--- src/common/tmds_pkg.sv ---
package tmds_pkg;

    // one colour channel value
    typedef logic [7:0] pixel_t;

    // encoded symbol, bit 9 goes out last on the wire
    typedef logic [9:0] symbol_t;

    // control pair, {c1, c0}
    typedef logic [1:0] ctrl_t;

    // running disparity in bits
    // stays within +/-8, so 5 bits signed is enough
    typedef logic signed [4:0] disparity_t;

    // control-period codes
    // written msb first
    localparam symbol_t ctrl_code_00 = 10'b1101010100;
    localparam symbol_t ctrl_code_01 = 10'b0010101011;
    localparam symbol_t ctrl_code_10 = 10'b0101010100;
    localparam symbol_t ctrl_code_11 = 10'b1010101011;

    // the disparity limit assertions check against
    localparam int disparity_max = 8;

    // a 10-bit symbol holds at most 10 ones
    // any count of an 8-bit word fits in 4 bits
    typedef logic [3:0] ones_t;

endpackage

--- src/common/video_pkg.sv ---
package video_pkg;

    // raster coordinates and frame counter
    typedef logic [10:0] hcount_t;
    typedef logic [9:0]  vcount_t;
    typedef logic [5:0]  frame_t;

    // 720p horizontal timing, in pixels
    localparam int h_active = 1280;
    localparam int h_front  = 110;
    localparam int h_sync   = 40;
    localparam int h_total  = 1650;

    // 720p vertical timing, in lines
    localparam int v_active = 720;
    localparam int v_front  = 5;
    localparam int v_sync   = 5;
    localparam int v_total  = 750;

    // sync windows, bounds inclusive
    localparam int h_sync_start = h_active + h_front;
    localparam int h_sync_stop  = h_sync_start + h_sync - 1;
    localparam int v_sync_start = v_active + v_front;
    localparam int v_sync_stop  = v_sync_start + v_sync - 1;

    // frame counter wraps once a second at 60 Hz
    localparam int frames_per_wrap = 60;

    // fallback gray when no rasterizer pixel is chosen
    localparam logic [7:0] flat_shade = 8'hCC;

endpackage

--- src/hdl/hdmi_tx_top.sv ---
`timescale 1ns/1ps

module hdmi_tx_top (
    input  logic               clk_pixel,
    input  logic               rst_n,
    input  tmds_pkg::pixel_t   gray,
    input  logic               shade_sel,
    output video_pkg::hcount_t hcount,
    output video_pkg::vcount_t vcount,
    output logic               hs,
    output logic               vs,
    output logic               ad,
    output logic               nf,
    output video_pkg::frame_t  fc,
    output tmds_pkg::symbol_t  tmds_red,
    output tmds_pkg::symbol_t  tmds_green,
    output tmds_pkg::symbol_t  tmds_blue
);

    // value shared by all three channels
    tmds_pkg::pixel_t pixel;

    // rasterizer gray or the flat shade
    assign pixel = shade_sel ? gray : video_pkg::flat_shade;

    // raster timing
    video_sig_gen u_video_sig_gen (
        .clk_pixel (clk_pixel),
        .rst_n     (rst_n),
        .hcount    (hcount),
        .vcount    (vcount),
        .hs        (hs),
        .vs        (vs),
        .ad        (ad),
        .nf        (nf),
        .fc        (fc)
    );

    // red and green carry no control info
    tmds_encoder u_tmds_red (
        .clk_pixel (clk_pixel),
        .rst_n     (rst_n),
        .data      (pixel),
        .control   (2'b00),
        .ve        (ad),
        .tmds      (tmds_red)
    );

    tmds_encoder u_tmds_green (
        .clk_pixel (clk_pixel),
        .rst_n     (rst_n),
        .data      (pixel),
        .control   (2'b00),
        .ve        (ad),
        .tmds      (tmds_green)
    );

    // blue channel carries the syncs during blanking
    tmds_encoder u_tmds_blue (
        .clk_pixel (clk_pixel),
        .rst_n     (rst_n),
        .data      (pixel),
        .control   ({vs, hs}),
        .ve        (ad),
        .tmds      (tmds_blue)
    );

endmodule

--- src/hdl/video_sig_gen.sv ---
`timescale 1ns/1ps

module video_sig_gen (
    input  logic              clk_pixel,
    input  logic              rst_n,
    output video_pkg::hcount_t hcount,
    output video_pkg::vcount_t vcount,
    output logic              hs,
    output logic              vs,
    output logic              ad,
    output logic              nf,
    output video_pkg::frame_t  fc
);

    // next raster position
    video_pkg::hcount_t hcount_next;
    video_pkg::vcount_t vcount_next;

    // end of line and end of frame
    logic h_wrap;
    logic v_wrap;

    assign h_wrap = (hcount == video_pkg::hcount_t'(video_pkg::h_total - 1));
    assign v_wrap = (vcount == video_pkg::vcount_t'(video_pkg::v_total - 1));

    // horizontal counter runs every cycle
    always_comb begin
        if (h_wrap) begin
            hcount_next = '0;
        end else begin
            hcount_next = hcount + 1'b1;
        end
    end

    // vertical counter only steps at end of line
    always_comb begin
        vcount_next = vcount;
        if (h_wrap) begin
            if (v_wrap) begin
                vcount_next = '0;
            end else begin
                vcount_next = vcount + 1'b1;
            end
        end
    end

    // flags come from the next counts
    // so once registered they sit in the same cycle as hcount/vcount
    always_ff @(posedge clk_pixel) begin
        if (!rst_n) begin
            hcount <= '0;
            vcount <= '0;
            hs     <= 1'b0;
            vs     <= 1'b0;
            ad     <= 1'b0;
            nf     <= 1'b0;
        end else begin
            hcount <= hcount_next;
            vcount <= vcount_next;
            // hsync window 1390..1429
            hs <= (hcount_next >= video_pkg::hcount_t'(video_pkg::h_sync_start)) &&
                  (hcount_next <= video_pkg::hcount_t'(video_pkg::h_sync_stop));
            // vsync window 725..729
            vs <= (vcount_next >= video_pkg::vcount_t'(video_pkg::v_sync_start)) &&
                  (vcount_next <= video_pkg::vcount_t'(video_pkg::v_sync_stop));
            // visible region
            ad <= (hcount_next < video_pkg::hcount_t'(video_pkg::h_active)) &&
                  (vcount_next < video_pkg::vcount_t'(video_pkg::v_active));
            // first blanking pixel after the last visible line
            nf <= (hcount_next == video_pkg::hcount_t'(video_pkg::h_active)) &&
                  (vcount_next == video_pkg::vcount_t'(video_pkg::v_active));
        end
    end

    // frame counter steps the cycle after nf
    always_ff @(posedge clk_pixel) begin
        if (!rst_n) begin
            fc <= '0;
        end else if (nf) begin
            if (fc == video_pkg::frame_t'(video_pkg::frames_per_wrap - 1)) begin
                fc <= '0;
            end else begin
                fc <= fc + 1'b1;
            end
        end
    end

    // counter never leaves the raster
    hcount_in_range: assert property (
        @(posedge clk_pixel) disable iff (!rst_n)
        hcount < video_pkg::hcount_t'(video_pkg::h_total)
    ) else $error("hcount %0d out of range", hcount);

    // one pulse per frame, never back to back
    nf_single_cycle: assert property (
        @(posedge clk_pixel) disable iff (!rst_n)
        nf |=> !nf
    ) else $error("nf held for more than one cycle");

endmodule

--- src/tmds/tmds_encoder.sv ---
`timescale 1ns/1ps

module tmds_encoder (
    input  logic              clk_pixel,
    input  logic              rst_n,
    input  tmds_pkg::pixel_t  data,
    input  tmds_pkg::ctrl_t   control,
    input  logic              ve,
    output tmds_pkg::symbol_t tmds
);

    // ones in the incoming byte
    tmds_pkg::ones_t n1_d;
    // pick xnor chaining for ones-heavy bytes
    logic use_xnor;
    // transition-minimized word
    // bit 8 is 1 for xor, 0 for xnor
    logic [8:0] q_m;
    // ones and zeros in q_m[7:0]
    tmds_pkg::ones_t n1_q;
    tmds_pkg::ones_t n0_q;
    // ones minus zeros of q_m[7:0]
    int bal;
    // running disparity and its update
    tmds_pkg::disparity_t disp;
    int disp_next;
    // data symbol and control symbol candidates
    tmds_pkg::symbol_t sym_next;
    tmds_pkg::symbol_t ctrl_sym;

    // stage one

    always_comb begin
        n1_d = '0;
        for (int i = 0; i < 8; i++) begin
            n1_d = n1_d + tmds_pkg::ones_t'(data[i]);
        end
    end

    // dvi rule, tie at four ones broken by data[0]
    assign use_xnor = (n1_d > 4'd4) || ((n1_d == 4'd4) && !data[0]);

    always_comb begin
        q_m[0] = data[0];
        for (int i = 1; i < 8; i++) begin
            if (use_xnor) begin
                q_m[i] = ~(q_m[i-1] ^ data[i]);
            end else begin
                q_m[i] = q_m[i-1] ^ data[i];
            end
        end
        q_m[8] = ~use_xnor;
    end

    // stage two

    always_comb begin
        n1_q = '0;
        for (int i = 0; i < 8; i++) begin
            n1_q = n1_q + tmds_pkg::ones_t'(q_m[i]);
        end
        n0_q = 4'd8 - n1_q;
        bal  = int'(n1_q) - int'(n0_q);
    end

    // inversion choice against the running disparity
    always_comb begin
        if ((disp == 0) || (bal == 0)) begin
            // no bias yet, or word is balanced
            // bit 9 is just the complement of bit 8
            sym_next = {~q_m[8], q_m[8], q_m[8] ? q_m[7:0] : ~q_m[7:0]};
            if (q_m[8]) begin
                disp_next = int'(disp) + bal;
            end else begin
                disp_next = int'(disp) - bal;
            end
        end else if (((disp > 0) && (bal > 0)) || ((disp < 0) && (bal < 0))) begin
            // word would push disparity further the same way, invert it
            sym_next  = {1'b1, q_m[8], ~q_m[7:0]};
            disp_next = int'(disp) + (q_m[8] ? 2 : 0) - bal;
        end else begin
            // word already pulls back toward zero
            sym_next  = {1'b0, q_m[8], q_m[7:0]};
            disp_next = int'(disp) - (q_m[8] ? 0 : 2) + bal;
        end
    end

    // blanking symbols
    always_comb begin
        case (control)
            2'b00:   ctrl_sym = tmds_pkg::ctrl_code_00;
            2'b01:   ctrl_sym = tmds_pkg::ctrl_code_01;
            2'b10:   ctrl_sym = tmds_pkg::ctrl_code_10;
            default: ctrl_sym = tmds_pkg::ctrl_code_11;
        endcase
    end

    // one register stage, symbol out one cycle after data in
    always_ff @(posedge clk_pixel) begin
        if (!rst_n) begin
            tmds <= '0;
            disp <= '0;
        end else if (ve) begin
            tmds <= sym_next;
            disp <= tmds_pkg::disparity_t'(disp_next);
        end else begin
            // control period restarts dc balance
            tmds <= ctrl_sym;
            disp <= '0;
        end
    end

    // dc balance holds across the whole video period
    disparity_bounded: assert property (
        @(posedge clk_pixel) disable iff (!rst_n)
        (disp >= -tmds_pkg::disparity_max) && (disp <= tmds_pkg::disparity_max)
    ) else $error("running disparity %0d out of bounds", disp);

endmodule

--- config.mk ---
export PLATFORM = sky130hd
export DESIGN_NAME = hdmi_tx_top
export DESIGN_NICKNAME = d
export VERILOG_FILES = /design/src/common/tmds_pkg.sv /design/src/common/video_pkg.sv /design/src/hdl/hdmi_tx_top.sv /design/src/hdl/video_sig_gen.sv /design/src/tmds/tmds_encoder.sv
export SDC_FILE = /design/constraint.sdc
export NUM_CORES = 1
export LEC_CHECK = 0
export ABC_CLOCK_PERIOD_IN_PS = 19950
export BUFFER_PORTS_ARGS = -buffer_cell sky130_fd_sc_hd__buf_2
export CAP_MARGIN = 20
export CORE_MARGIN = 2
export CORE_UTILIZATION = 50
export CTS_CLUSTER_SIZE = 10
export DETAILED_ROUTE_END_ITERATION = 10
export GPL_TIMING_DRIVEN = 0
export PLACE_DENSITY_LB_ADDON = 0.05
export SKIP_LAST_GASP = 1
export SLEW_MARGIN = 5
export SYNTH_ARGS = -nofsm -noshare
export SYNTH_HDL_FRONTEND = slang
export SYNTH_SLANG_ARGS = --single-unit
--- constraint.sdc ---
create_clock -name clk_pixel -period 19.95 [get_ports clk_pixel]
set_clock_uncertainty 0.1 [all_clocks]
set_input_delay 2.9925 -clock clk_pixel [delete_from_list [all_inputs] [get_ports clk_pixel]]
set_output_delay 2.9925 -clock clk_pixel [all_outputs]
set_load 0.05 [all_outputs]
==> impl_metrics.yaml <==
status:
  status: "completed"
clock_network:
  clk_pin_slew_ns: 0.09
  clk_path_buf_depth: 2
  clock_latency_ns: 0.35
  numCtsBuffers: 9
  postCtsSetupRepairBufs: 0
  cts_resized: 0
  clock-sinks: 75
  postCtsHoldBufs: 0
  cts_tree: "yes"
  cts_root_buffer: "clkbuf_8"
  htree_levels: 3
timing:
  worst_pin_slew_ns: 0.7973
  grt_setup_unrepaired: "false"
  setup_viol_count_final: 0
  min_period_over_period: 0.6469
  min_period_ns: 12.91
  hold_viol: 0
  hold-worst-slack_ns: 0.3926
  clock.fmax_ghz: 0.07748
  maxSlewHeadroom: 0.4665
  final_max_slew_viol_count: 0
  fin_setup_tns_ns: 0
placement:
  port_buffers: 71
  place_congestion: 0.8946
  place_hpwl_um: 9969
cells_and_area:
  utilization: 0.5762
  layout-drive-gt1-share: 0.1431
  fillers: 1010
  syn_to_final_growth_pct: 13.08
  diodes: 0
  fin_nets: 806
die:
  die_w_um: 108.9
  initial_core_util: 0.5095
  core-area_um2: 10790
  fp-row-count: 38
  die_y_um: 108.9
  io_pins: 72
  dieArea_um2: 11850
global_routing:
  gr-usage-all-layers: 0.2170
  antenna_found_initial: 0
  overflow: 0
  grt_max_degree: 16
  grt_pass1_vias: 4203
  grt_pass1_wl_um: 20270
yosys:
  synth_area_per_cell_um2: 8.579
  synthesis.nets: 724
  synth_edf_count: 0
  yosysWarnings: 0
  netlist_area_um2: 5499
  async_flop_share: 0
  yosys-top-cells-area: "dfxtp_1 27%, ha_1 12%, xnor2_1 8.6%, fa_1 7.3%, nor2_1 4.5%"
  ys_types: 57
  synth_top_area_frac: 0.2730
  synthFlopType: "dfxtp_1"
  ys_ff_latch: 75
  yosys.area.top_type: "dfxtp_1"
  yosysSeqAreaShare: 0.2730
  synth_cells: 641
worst_setup_path:
  crit_path_max_fanout: 14
  startpoint: "shade_sel"
  critPathCaptureType: "flop"
  crit_required_ns: 20.06
  crit_type: "in2reg"
  cp.arrival_ns: 13.01
  crit_slowest_cell: "fa_1"
  max_stage_delay_ns: 0.90
  crit_path_start_kind: "input pin"
  r2r_start: "u_video_sig_gen.vcount[2]$_SDFF_PN0_"
job:
  cap_violations: 0
detailed_routing:
  drc: 0
  drt_iter0_drc: 272
  wl_um: 12520
  postRouteAntennaNets: 0
  drt_first_pass_iters: 4
  routedWlPerCell_um: 14.45
  vias: 4586
  vias_per_cell: 5.290
min_path:
  min_path_type: "reg2reg"
[routing by layer]
layer,part of all wire,vias up,GRT usage
met5,0,-,0
met4,0.011,0,0.05128
met3,0.036,10,0.04124
met2,0.44,94,0.3363
met1,0.51,2139,0.3117
li1,-,2343,-
[layout by cell type (no fill, tap or decap), types with 13 or more instances in the layout]
cell type / Yosys / final
dfxtp_1: 75 / 75
buf_2: 2 / 73
nor2_1: 66 / 66
inv_1: 63 / 63
xnor2_1: 54 / 54
ha_1: 52 / 52
nand2_1: 42 / 42
a21oi_1: 34 / 34
o21ai_0: 24 / 24
fa_1: 20 / 20
xor2_1: 19 / 19
clkbuf_1: 17 / 17
nor3_1: 13 / 13
[synthesized netlist by cell type (2+ instances only)]
master / instances
or3_1: 4
and2_1: 12
nand2_1: 42
a21oi_2: 2
xnor2_1: 54
mux2i_1: 5
nand4_1: 6
o2111a_1: 3
maj3_2: 3
nor4_1: 8
o31ai_1: 5
nor3b_1: 2
a2111oi_0: 2
a211oi_1: 10
ha_1: 52
nor2b_1: 9
inv_1: 63
a31oi_2: 2
o211ai_1: 5
o211a_1: 3
a21o_1: 10
o21ai_0: 24
nand3b_1: 5
and3_1: 10
or4_1: 3
o22ai_1: 2
nor2_1: 66
clkbuf_1: 17
nand3_1: 12
nor3_1: 13
fa_1: 20
xor2_1: 19
buf_2: 2
a31oi_1: 6
nor4b_1: 4
a21oi_1: 34
nand2b_1: 8
dfxtp_1: 75
[final cells by class]
type / count / area, um2 / share of cell area
multi-input combinational: 481 / 3672 / 0.5905
clock inverter: 6 / 65.06 / 0.01046
sequential: 75 / 1501 / 0.2414
tap: 140 / 175.2 / 0.02817
inverter: 64 / 240.2 / 0.03863
clock buffer: 9 / 123.9 / 0.01992
timing repair buffer: 71 / 355.3 / 0.05714
buffer: 21 / 85.08 / 0.01368
[per-stage QoR]
step                worst slack [ns]  cells  cell area (um2)
floorplan                      8.008    641             5499
global placement               6.775    852             6030
detailed placement             6.645    852             6030
CTS                            6.975    867             6218
global route                   6.483    867             6218
finish                         7.044    867             6218
[cells by family after synthesis]
logic type      share of synthesized area
fa+ha+maj                          0.1973
buf+inv                           0.05916
flops                              0.2730
xor+xnor                           0.1263
compound gates                     0.1429
mux                               0.01320
simple gates                       0.1882
[worst max-delay path, delay by kind of cell]
family	cells	cell delay [ns]
buf+inv	10	0.89
mux	1	0.49
xor+xnor	3	0.55
simple gates	4	1.17
compound gates	4	1.15
fa+ha+maj	13	5.74
[path summary, 6_finish.rpt]
path / to / slack (ns) / cells past startpoint
worst max-delay path: u_tmds_blue.tmds[7]$_SDFF_PN0_ / 7.04 / 35
worst min-delay path: flop / 0.39 / 1
worst max register to register: u_video_sig_gen.nf$_SDFF_PN0_ / 17.06 / 8
worst min register to register: flop / 0.39 / 1
[state kept, by name (all words and copies together) (netlist names), 4 cells and up, named ones only]
register and flops:
u_tmds_red.disp 4, u_video_sig_gen.hcount 11, u_tmds_blue.tmds 10, u_tmds_green.disp 4, u_tmds_red.tmds 10, u_tmds_blue.disp 4, u_video_sig_gen.vcount 10, u_video_sig_gen.fc 6
u_tmds_green.tmds 9
Power is not shown: default switching activity piles up to over one toggle a cycle in this logic, so the estimate is an artifact.
